File: src/source/debugPort_defines.svh
`ifndef DEBUGPORT_DEFINES_SVH
`define DEBUGPORT_DEFINES_SVH

// data, register, pc and memory word width
`define DEBUG_DATA_WIDTH 16

// debug address and memory address width
`define DEBUG_ADDR_WIDTH 8

// core register file size
`define DEBUG_REG_COUNT 8

// memory words, one per address
`define DEBUG_MEM_DEPTH 256

`endif

File: src/source/debugPkg.sv
`default_nettype none

package debugPkg;

	// command field, opcode bits 3 to 1; value 7 is undefined
	typedef enum logic [2:0] {
		opNone          = 3'd0,
		opRdReg         = 3'd1,
		opRdCc          = 3'd2,
		opRdPc          = 3'd3,
		opRdInstruction = 3'd4,
		opRdMem         = 3'd5,
		opWrMem         = 3'd6
	} debugOpT;

	typedef enum logic [2:0] {
		dataDin         = 3'd0, // memory read data
		dataRegB        = 3'd1,
		dataCc          = 3'd2,
		dataPc          = 3'd3,
		dataInstruction = 3'd4
	} dataSelT;

	typedef enum logic [1:0] {
		busNone  = 2'd0,
		busRead  = 2'd1,
		busWrite = 2'd2
	} busSeqT;

	typedef enum logic [3:0] {
		regSeqNone  = 4'd0,
		regSeqReadB = 4'd1
	} regSeqT;

	typedef enum logic [1:0] {
		ccRun   = 2'd0,
		ccIntr  = 2'd1,
		ccSave1 = 2'd2,
		ccSave2 = 2'd3
	} ccSelT;

	typedef enum logic [2:0] {
		addrBusDebug = 3'd0,
		addrBusPc    = 3'd1
	} addrBusSelT;

endpackage

`default_nettype wire

File: src/source/debugDecoder.sv
`default_nettype none

module debugDecoder import debugPkg::*; (
	input  debugOpT    op,
	input  logic       autoInc,
	input  logic [2:0] arg,
	output dataSelT    dataSel,
	output busSeqT     busSeq,
	output regSeqT     regSeq,
	output ccSelT      ccSel,
	output addrBusSelT addrBusSel,
	output logic       ldData,
	output logic       ldArg,
	output logic       addrInc
);

	always_comb begin
		case (op)
			opRdReg: begin
				dataSel    = dataRegB;
				busSeq     = busNone;
				regSeq     = regSeqReadB;
				ccSel      = ccRun;
				addrBusSel = addrBusDebug;
				ldData     = 1'b1;
				ldArg      = 1'b0;
				addrInc    = autoInc;
			end
			opRdCc: begin
				dataSel    = dataCc;
				busSeq     = busNone;
				regSeq     = regSeqNone;
				ccSel      = ccSelT'(arg[1:0]); // arg picks the saved word
				addrBusSel = addrBusDebug;
				ldData     = 1'b1;
				ldArg      = 1'b0;
				addrInc    = 1'b0;
			end
			opRdPc: begin
				dataSel    = dataPc;
				busSeq     = busNone;
				regSeq     = regSeqNone;
				ccSel      = ccRun;
				addrBusSel = addrBusPc;
				ldData     = 1'b1;
				ldArg      = 1'b0;
				addrInc    = 1'b0;
			end
			opRdInstruction: begin
				dataSel    = dataInstruction;
				busSeq     = busRead; // fetch at pc
				regSeq     = regSeqNone;
				ccSel      = ccRun;
				addrBusSel = addrBusPc;
				ldData     = 1'b1;
				ldArg      = 1'b1;
				addrInc    = 1'b0;
			end
			opRdMem: begin
				dataSel    = dataDin;
				busSeq     = busRead;
				regSeq     = regSeqNone;
				ccSel      = ccRun;
				addrBusSel = addrBusDebug;
				ldData     = 1'b1;
				ldArg      = 1'b0;
				addrInc    = autoInc;
			end
			opWrMem: begin
				dataSel    = dataDin;
				busSeq     = busWrite;
				regSeq     = regSeqNone;
				ccSel      = ccRun;
				addrBusSel = addrBusDebug;
				ldData     = 1'b0;
				ldArg      = 1'b0;
				addrInc    = autoInc;
			end
			default: begin // opNone and the undefined code
				dataSel    = dataDin;
				busSeq     = busNone;
				regSeq     = regSeqNone;
				ccSel      = ccRun;
				addrBusSel = addrBusDebug;
				ldData     = 1'b0;
				ldArg      = 1'b0;
				addrInc    = 1'b0;
			end
		endcase
	end

endmodule

`default_nettype wire

File: src/source/debugSequencer.sv
`default_nettype none

module debugSequencer import debugPkg::*; (
	input  logic       CLK,
	input  logic       arstN,
	input  logic       debugStrobe,
	input  logic [4:0] debugOp,
	input  logic [2:0] debugArg,
	input  busSeqT     busSeq,
	output debugOpT    op,
	output logic       autoInc,
	output logic [2:0] arg,
	output logic       memRead,
	output logic       memWrite,
	output logic       execute,
	output logic       debugBusy,
	output logic       debugDone
);

	typedef enum logic [1:0] {
		stIdle,
		stIssue,
		stWaitRead,
		stFinish
	} seqStateT;

	seqStateT state;
	logic accept;

	// done cycle can take the next command
	assign accept = debugStrobe && (state == stIdle || state == stFinish);

	always_ff @(posedge CLK or negedge arstN) begin
		if (!arstN) begin
			state   <= stIdle;
			op      <= opNone;
			autoInc <= 1'b0;
			arg     <= 3'd0;
		end else begin
			if (accept) begin
				op      <= debugOpT'(debugOp[3:1]); // bit 4 reserved
				autoInc <= debugOp[0];
				arg     <= debugArg;
			end
			case (state)
				stIdle:     state <= accept ? stIssue : stIdle;
				stIssue:    state <= (busSeq == busRead) ? stWaitRead : stFinish;
				stWaitRead: state <= stFinish;
				stFinish:   state <= accept ? stIssue : stIdle;
				default:    state <= stIdle;
			endcase
		end
	end

	assign memRead   = (state == stIssue) && (busSeq == busRead);
	assign memWrite  = (state == stIssue) && (busSeq == busWrite);

	// reads wait one cycle for ram data
	assign execute   = (state == stWaitRead) || (state == stIssue && busSeq != busRead);
	assign debugBusy = (state == stIssue) || (state == stWaitRead);
	assign debugDone = (state == stFinish);

endmodule

`default_nettype wire

File: src/source/debugDatapath.sv
`default_nettype none
`include "debugPort_defines.svh"

module debugDatapath import debugPkg::*; #(
	parameter int REG_BITS = $clog2(`DEBUG_REG_COUNT)
) (
	input  logic                         CLK,
	input  logic                         arstN,
	input  logic                         execute,
	input  logic                         debugAddrLoad,
	input  logic                         debugBusy,
	input  logic [`DEBUG_DATA_WIDTH-1:0] debugDin,
	input  dataSelT                      dataSel,
	input  logic                         ldData,
	input  logic                         ldArg,
	input  logic                         addrInc,
	input  addrBusSelT                   addrBusSel,
	input  logic [`DEBUG_DATA_WIDTH-1:0] regB,
	input  logic [`DEBUG_DATA_WIDTH-1:0] ccWord,
	input  logic [`DEBUG_DATA_WIDTH-1:0] pc,
	input  logic [`DEBUG_DATA_WIDTH-1:0] memRData,
	output logic [`DEBUG_ADDR_WIDTH-1:0] memAddr,
	output logic [`DEBUG_DATA_WIDTH-1:0] memWData,
	output logic [REG_BITS-1:0]          regIndex,
	output logic [`DEBUG_DATA_WIDTH-1:0] debugDout,
	output logic [`DEBUG_DATA_WIDTH-1:0] debugInstr
);

	logic [`DEBUG_ADDR_WIDTH-1:0] debugAddr;
	logic [`DEBUG_DATA_WIDTH-1:0] dinHold;
	logic [`DEBUG_DATA_WIDTH-1:0] dataMux;

	// keeps the strobe cycle's word for the write at E1
	always_ff @(posedge CLK) begin
		if (!debugBusy)
			dinHold <= debugDin;
	end

	always_ff @(posedge CLK or negedge arstN) begin
		if (!arstN) begin
			debugAddr <= '0;
		end else if (debugAddrLoad && !debugBusy) begin
			debugAddr <= debugDin[`DEBUG_ADDR_WIDTH-1:0];
		end else if (execute && addrInc) begin
			debugAddr <= debugAddr + 1'b1; // wraps 255 to 0
		end
	end

	always_comb begin
		case (dataSel)
			dataRegB:        dataMux = regB;
			dataCc:          dataMux = ccWord;
			dataPc:          dataMux = pc;
			default:         dataMux = memRData; // memory word, also the one the ir takes
		endcase
	end

	always_ff @(posedge CLK or negedge arstN) begin
		if (!arstN) begin
			debugDout  <= '0;
			debugInstr <= '0;
		end else if (execute) begin
			if (ldData)
				debugDout <= dataMux;
			if (ldArg)
				debugInstr <= memRData;
		end
	end

	assign memAddr  = (addrBusSel == addrBusPc) ? pc[`DEBUG_ADDR_WIDTH-1:0] : debugAddr;
	assign memWData = dinHold;
	assign regIndex = debugAddr[REG_BITS-1:0];

endmodule

`default_nettype wire

File: src/source/coreStateFile.sv
`default_nettype none
`include "debugPort_defines.svh"

module coreStateFile import debugPkg::*; #(
	parameter int REG_BITS = $clog2(`DEBUG_REG_COUNT)
) (
	input  logic                         CLK,
	input  logic                         arstN,
	input  logic                         coreRegWrite,
	input  logic [REG_BITS-1:0]          coreRegIndex,
	input  logic [`DEBUG_DATA_WIDTH-1:0] coreRegData,
	input  logic                         corePcLoad,
	input  logic [`DEBUG_DATA_WIDTH-1:0] corePcData,
	input  logic                         coreCcWrite,
	input  ccSelT                        coreCcSel,
	input  logic [`DEBUG_DATA_WIDTH-1:0] coreCcData,
	input  regSeqT                       regSeq,
	input  logic [REG_BITS-1:0]          regIndex,
	input  ccSelT                        ccSel,
	output logic [`DEBUG_DATA_WIDTH-1:0] regB,
	output logic [`DEBUG_DATA_WIDTH-1:0] ccWord,
	output logic [`DEBUG_DATA_WIDTH-1:0] pc
);

	logic [`DEBUG_DATA_WIDTH-1:0] regs [`DEBUG_REG_COUNT];
	logic [`DEBUG_DATA_WIDTH-1:0] ccRegs [4]; // run, intr, save1, save2

	always_ff @(posedge CLK or negedge arstN) begin
		if (!arstN) begin
			for (int i = 0; i < `DEBUG_REG_COUNT; i++)
				regs[i] <= '0;
			for (int i = 0; i < 4; i++)
				ccRegs[i] <= '0;
			pc <= '0;
		end else begin
			if (coreRegWrite)
				regs[coreRegIndex] <= coreRegData;
			if (coreCcWrite)
				ccRegs[coreCcSel] <= coreCcData;
			if (corePcLoad)
				pc <= corePcData;
		end
	end

	// b port only drives when asked
	assign regB   = (regSeq == regSeqReadB) ? regs[regIndex] : '0;
	assign ccWord = ccRegs[ccSel];

endmodule

`default_nettype wire

File: src/source/debugMemory.sv
`default_nettype none
`include "debugPort_defines.svh"

module debugMemory (
	input  logic                         CLK,
	input  logic                         memRead,
	input  logic                         memWrite,
	input  logic [`DEBUG_ADDR_WIDTH-1:0] memAddr,
	input  logic [`DEBUG_DATA_WIDTH-1:0] memWData,
	output logic [`DEBUG_DATA_WIDTH-1:0] memRData
);

	logic [`DEBUG_DATA_WIDTH-1:0] mem [`DEBUG_MEM_DEPTH];

	always_ff @(posedge CLK) begin
		if (memWrite)
			mem[memAddr] <= memWData;
		if (memRead)
			memRData <= mem[memAddr]; // valid the cycle after the read
	end

endmodule

`default_nettype wire

File: src/source/debugPort.sv
`default_nettype none
`include "debugPort_defines.svh"

module debugPort import debugPkg::*; (
	input  logic                               CLK,
	input  logic                               arstN,
	input  logic                               debugStrobe,
	input  logic [4:0]                         debugOp,
	input  logic [2:0]                         debugArg,
	input  logic [`DEBUG_DATA_WIDTH-1:0]       debugDin,
	input  logic                               debugAddrLoad,
	output logic                               debugBusy,
	output logic                               debugDone,
	output logic [`DEBUG_DATA_WIDTH-1:0]       debugDout,
	output logic [`DEBUG_DATA_WIDTH-1:0]       debugInstr,
	input  logic                               coreRegWrite,
	input  logic [$clog2(`DEBUG_REG_COUNT)-1:0] coreRegIndex,
	input  logic [`DEBUG_DATA_WIDTH-1:0]       coreRegData,
	input  logic                               corePcLoad,
	input  logic [`DEBUG_DATA_WIDTH-1:0]       corePcData,
	input  logic                               coreCcWrite,
	input  ccSelT                              coreCcSel,
	input  logic [`DEBUG_DATA_WIDTH-1:0]       coreCcData
);

	debugOpT    op;
	logic       autoInc;
	logic [2:0] arg;
	logic       memRead;
	logic       memWrite;
	logic       execute;

	dataSelT    dataSel;
	busSeqT     busSeq;
	regSeqT     regSeq;
	ccSelT      ccSel;
	addrBusSelT addrBusSel;
	logic       ldData;
	logic       ldArg;
	logic       addrInc;

	logic [`DEBUG_ADDR_WIDTH-1:0]        memAddr;
	logic [`DEBUG_DATA_WIDTH-1:0]        memWData;
	logic [`DEBUG_DATA_WIDTH-1:0]        memRData;
	logic [$clog2(`DEBUG_REG_COUNT)-1:0] regIndex;
	logic [`DEBUG_DATA_WIDTH-1:0]        regB;
	logic [`DEBUG_DATA_WIDTH-1:0]        ccWord;
	logic [`DEBUG_DATA_WIDTH-1:0]        pc;

	debugSequencer i_debugSequencer (
		.CLK(CLK), .arstN(arstN),
		.debugStrobe(debugStrobe), .debugOp(debugOp), .debugArg(debugArg),
		.busSeq(busSeq),
		.op(op), .autoInc(autoInc), .arg(arg),
		.memRead(memRead), .memWrite(memWrite), .execute(execute),
		.debugBusy(debugBusy), .debugDone(debugDone)
	);

	debugDecoder i_debugDecoder (
		.op(op), .autoInc(autoInc), .arg(arg),
		.dataSel(dataSel), .busSeq(busSeq), .regSeq(regSeq), .ccSel(ccSel),
		.addrBusSel(addrBusSel),
		.ldData(ldData), .ldArg(ldArg), .addrInc(addrInc)
	);

	debugDatapath i_debugDatapath (
		.CLK(CLK), .arstN(arstN),
		.execute(execute), .debugAddrLoad(debugAddrLoad), .debugBusy(debugBusy),
		.debugDin(debugDin),
		.dataSel(dataSel), .ldData(ldData), .ldArg(ldArg), .addrInc(addrInc),
		.addrBusSel(addrBusSel),
		.regB(regB), .ccWord(ccWord), .pc(pc), .memRData(memRData),
		.memAddr(memAddr), .memWData(memWData), .regIndex(regIndex),
		.debugDout(debugDout), .debugInstr(debugInstr)
	);

	coreStateFile i_coreStateFile (
		.CLK(CLK), .arstN(arstN),
		.coreRegWrite(coreRegWrite), .coreRegIndex(coreRegIndex),
		.coreRegData(coreRegData),
		.corePcLoad(corePcLoad), .corePcData(corePcData),
		.coreCcWrite(coreCcWrite), .coreCcSel(coreCcSel), .coreCcData(coreCcData),
		.regSeq(regSeq), .regIndex(regIndex), .ccSel(ccSel),
		.regB(regB), .ccWord(ccWord), .pc(pc)
	);

	debugMemory i_debugMemory (
		.CLK(CLK),
		.memRead(memRead), .memWrite(memWrite),
		.memAddr(memAddr), .memWData(memWData), .memRData(memRData)
	);

endmodule

`default_nettype wire

File: config.mk
export PLATFORM = sky130hd
export DESIGN_NAME = debugPort
export DESIGN_NICKNAME = d
export VERILOG_FILES = /design/src/source/debugPkg.sv /design/src/source/debugDecoder.sv /design/src/source/debugSequencer.sv /design/src/source/debugDatapath.sv /design/src/source/coreStateFile.sv /design/src/source/debugMemory.sv /design/src/source/debugPort.sv
export VERILOG_INCLUDE_DIRS = /design/src /design/src/source
export SDC_FILE = /design/constraint.sdc
export NUM_CORES = 2
export LEC_CHECK = 0
export BUFFER_PORTS_ARGS = -buffer_cell sky130_fd_sc_hd__buf_2
export CAP_MARGIN = 20
export CORE_UTILIZATION = 50
export CTS_BUF_LIST = sky130_fd_sc_hd__clkbuf_4 sky130_fd_sc_hd__clkbuf_8 sky130_fd_sc_hd__clkbuf_16
export DETAILED_ROUTE_END_ITERATION = 10
export PLACE_DENSITY = 0.64
export SYNTH_ARGS = -nofsm -noshare
export SYNTH_HDL_FRONTEND = slang
export SYNTH_SLANG_ARGS = --single-unit
export TNS_END_PERCENT = 1
File: constraint.sdc
create_clock -name CLK -period 6.9 [get_ports CLK]
set_input_delay 0 -clock CLK [delete_from_list [all_inputs] [get_ports CLK]]
set_output_delay 0 -clock CLK [all_outputs]
set_load 0.005 [all_outputs]
==> results.cfg <==
[synth]
synth_top_cell_by_area = edfxtp_1
ys.flop_type = edfxtp_1
mapped_cells = 12510
synth_async_sr_flop_share_pct = 5.839
synth_seq_cells = 4384
synth_area_mm2 = 0.1732
yosysWarnings = 0
synth_cell_types = 71
mapped_avg_cell_area_um2 = 13.85
synth_commonest_cells = 4128 x edfxtp_1, 3056 x nand2_1, 1562 x nand3_1, 480 x clkbuf_1, 470 x a31oi_1
ys_top_cells_by_area = edfxtp_1 72%, nand2_1 6.6%, nand3_1 4.5%
yosysSeqAreaShare_pct = 75.25
yosys.cell_count.top_type = edfxtp_1
fraction_of_post_synthesis_cell_area_in_the_top_cell_type_by_area_pct = 71.55
postSynthNetCount = 12600
synth-edff-count = 4128

[finish]
fillerInstances = 26180
share_of_final_layout_standard_cells_stronger_than_drive_strength_1_pct = 13.08
fin_cells = 17910
nNetsFinal = 13040
multiInputGateArea_mm2 = 0.03951
final-seq-area_mm2 = 0.1304
syn_to_final_growth_pct = 14.20

[global_routing]
grt_antenna_before_repair = 34
grt_start_max_net_pins = 213
grt_overflow = 0
globalRouteTotalUtil_pct = 28.15
first_global_vias = 105300
grt_first_pass_wirelength_um = 719500

[die]
chipWidth_um = 590.6
ioPinCount = 118
dieArea_mm2 = 0.3489
initial_core_util_pct = 50.39
num_rows = 215
core_area_mm2 = 0.3438
die_h_um = 590.6

[cts]
max-clock-path-buffers = 4
cts_inserted_buffers = 441
htree_num_levels = 5
clk_latency_ns = 1.01
cts_setup_buffers = 0
cts_root_buffer = clkbuf_16
cts_tree = yes
cts.clk_slew.worst_paths_ns = 0.06
cts_num_sinks = 4384

[placed_design]
placed_cells_incl_taps = 16880
gp_routability_congestion = 0.9014
hpwlAfterDp_um = 279700
port_buffers = 115

[job]
timing.max_cap.violations = 0

[hold_path]
hp-class = in -> reg
holdPathStages = 4

[pwr]
power_leakage_nw = 68.18
power-per-cell-area_mw_per_mm2 = 523.7
ir_drop_mv = 0.7839
report.power.total_mw = 103.6

[critical_path]
regToRegSetupSlack_ns = 1.52
max_fanout_on_critical_path = 69
setup.worst_path.start_class = register
worst-endpoint-required_ns = 7.58
worst-endpoint-arrival_ns = 6.06
rr_worst_depth = 10
crit_type = reg -> reg
end_kind = register

[sta]
hold_viol = 0
setup_violations = 0
skew_ns = 0.04015
max_freq_mhz = 185.7
fin_crit_sh_pct = 78.03
timing.setup.tns_ns = 0
slew_headroom_pct = 1.297
rsz0062_at_grt = no
worst_pin_slew_ns = 1.481
timing.final.crit_period_ns = 5.384
slew_violations = 0

[drt]
drt_pre_antenna_iters = 8
routedWlPerCell_um = 27.90
vias_per_cell = 6.155
number_of_vias_in_the_routed_layout = 110300
routed_wl_um = 499800
dr.first_iter.drc_count = 15330
remaining_drc_errors = 0
ant_nets = 0

[run_status]
run_status = finished clean
state kept, by name (all words and copies together) (netlist names):
register                    cells
i_debugDatapath.debugDout      16
i_debugSequencer.autoInc        1
i_debugSequencer.op             3
i_debugSequencer.state          2
i_debugDatapath.debugInstr     16
i_debugDatapath.memWData       16
i_coreStateFile.pc             16
i_coreStateFile.regs          128
i_debugSequencer.arg            2
i_coreStateFile.ccRegs         64
i_debugDatapath.debugAddr       8
i_debugMemory.mem            4096
i_debugMemory.memRData         16
layout by cell type (no fill, tap or decap), types with 48 or more instances in the layout:
cell           synthesis  final
clkinv_1               0    113
a21oi_1              185    185
dlygate4sd3_1          0    185
a211oi_1             188    188
nand3_1             1562   1554
buf_4                 27    493
buf_12                 0     72
and3_1               188    188
nor2_1               293    290
clkbuf_4               0     97
o22ai_1              183    182
mux2_2               233    233
dfrtp_1              256    255
edfxtp_1            4128   4128
mux2i_1              378    376
buf_2                252    114
a31oi_1              470    470
clkinv_2               0     71
o21ai_0               57     52
nand2_1             3056   3042
clkbuf_16              0    449
a311oi_1             181    181
mux4_2                48     48
timing repair:
item,in CTS,in global routing
endpoints found under the hold margin,495,0
resized for setup,0,0
hold buffers,186,0
worst max-delay path, stage by stage, from the launching register on:
cell and delay [ns]:
dfrtp_1 0.55, a211oi_1 0.53, a311oi_4 0.12, nand2_8 0.74, buf_4 0.81, mux2i_1 0.27, o22ai_1 0.11, a31oi_1 0.40
a21oi_1 0.25, o41ai_2 1.02, nand4_1 0.18
layout make-up:
cell class,instances,area share (%)
flip-flops and latches,4384,65.89
multi-input cells,7243,19.97
clock buffers,555,6.109
repair buffers,871,3.908
well taps,4557,2.882
clock inverters,253,1.174
diodes,37,0.04680
inverters,12,0.02277
cells by family (layout without fill, tap and decap cells):
logic type / count (synthesis) / after routing / share of synthesized area [%]
AOI/OAI and AO/OA: 1388 / 1388 / 5.395
xor gates and xnor gates: 7 / 7 / 0.03539
adders and majority gates: 5 / 5 / 0.03611
buffers and inverters: 883 / 1691 / 2.185
DFF: 4384 / 4384 / 75.25
muxes: 659 / 659 / 4.322
other: 0 / 37 / 0
and+or+nand+nor: 5184 / 5184 / 12.78
final timing paths:
path	start	end
max in group asynchronous	arstN	i_debugDatapath.debugAddr[0]
max	i_debugSequencer.op[0]	i_debugMemory.memRData[0]
min reg2reg	i_debugDatapath.debugDout[12]	i_debugDatapath.debugDout[12]
min in group asynchronous	arstN	i_coreStateFile.regs[59]
min	debugStrobe	i_debugSequencer.state[0]
max reg2reg	i_debugSequencer.op[0]	i_debugMemory.memRData[0]
layer usage:
metal,GRT usage [%],part of all wire (%)
met5,0,0.027
met4,10.93,4.2
met3,6.256,11
met2,43.56,46
met1,39.06,39
metrics by stage:
stage,hold slack [ns],utilization [%],setup slack [ns],cell area [um^2]
3_3_place_gp,-0.09983,52.74,1.737,181300
4_1_cts,0.03254,57.50,1.518,197700
6_report,0.1142,57.55,1.516,197900
2_1_floorplan,-0.2956,-,2.854,173200
3_5_place_dp,-0.08937,52.76,1.560,181400
5_1_grt,0.1305,57.53,1.373,197800
where the power goes:
part | internal, mW | switching [mW]
combinational | 12.2 | 33.6
sequential | 33.6 | 0.484
clock | 13.6 | 10.1
No activity file was read; power rests on OpenSTA's default activity.
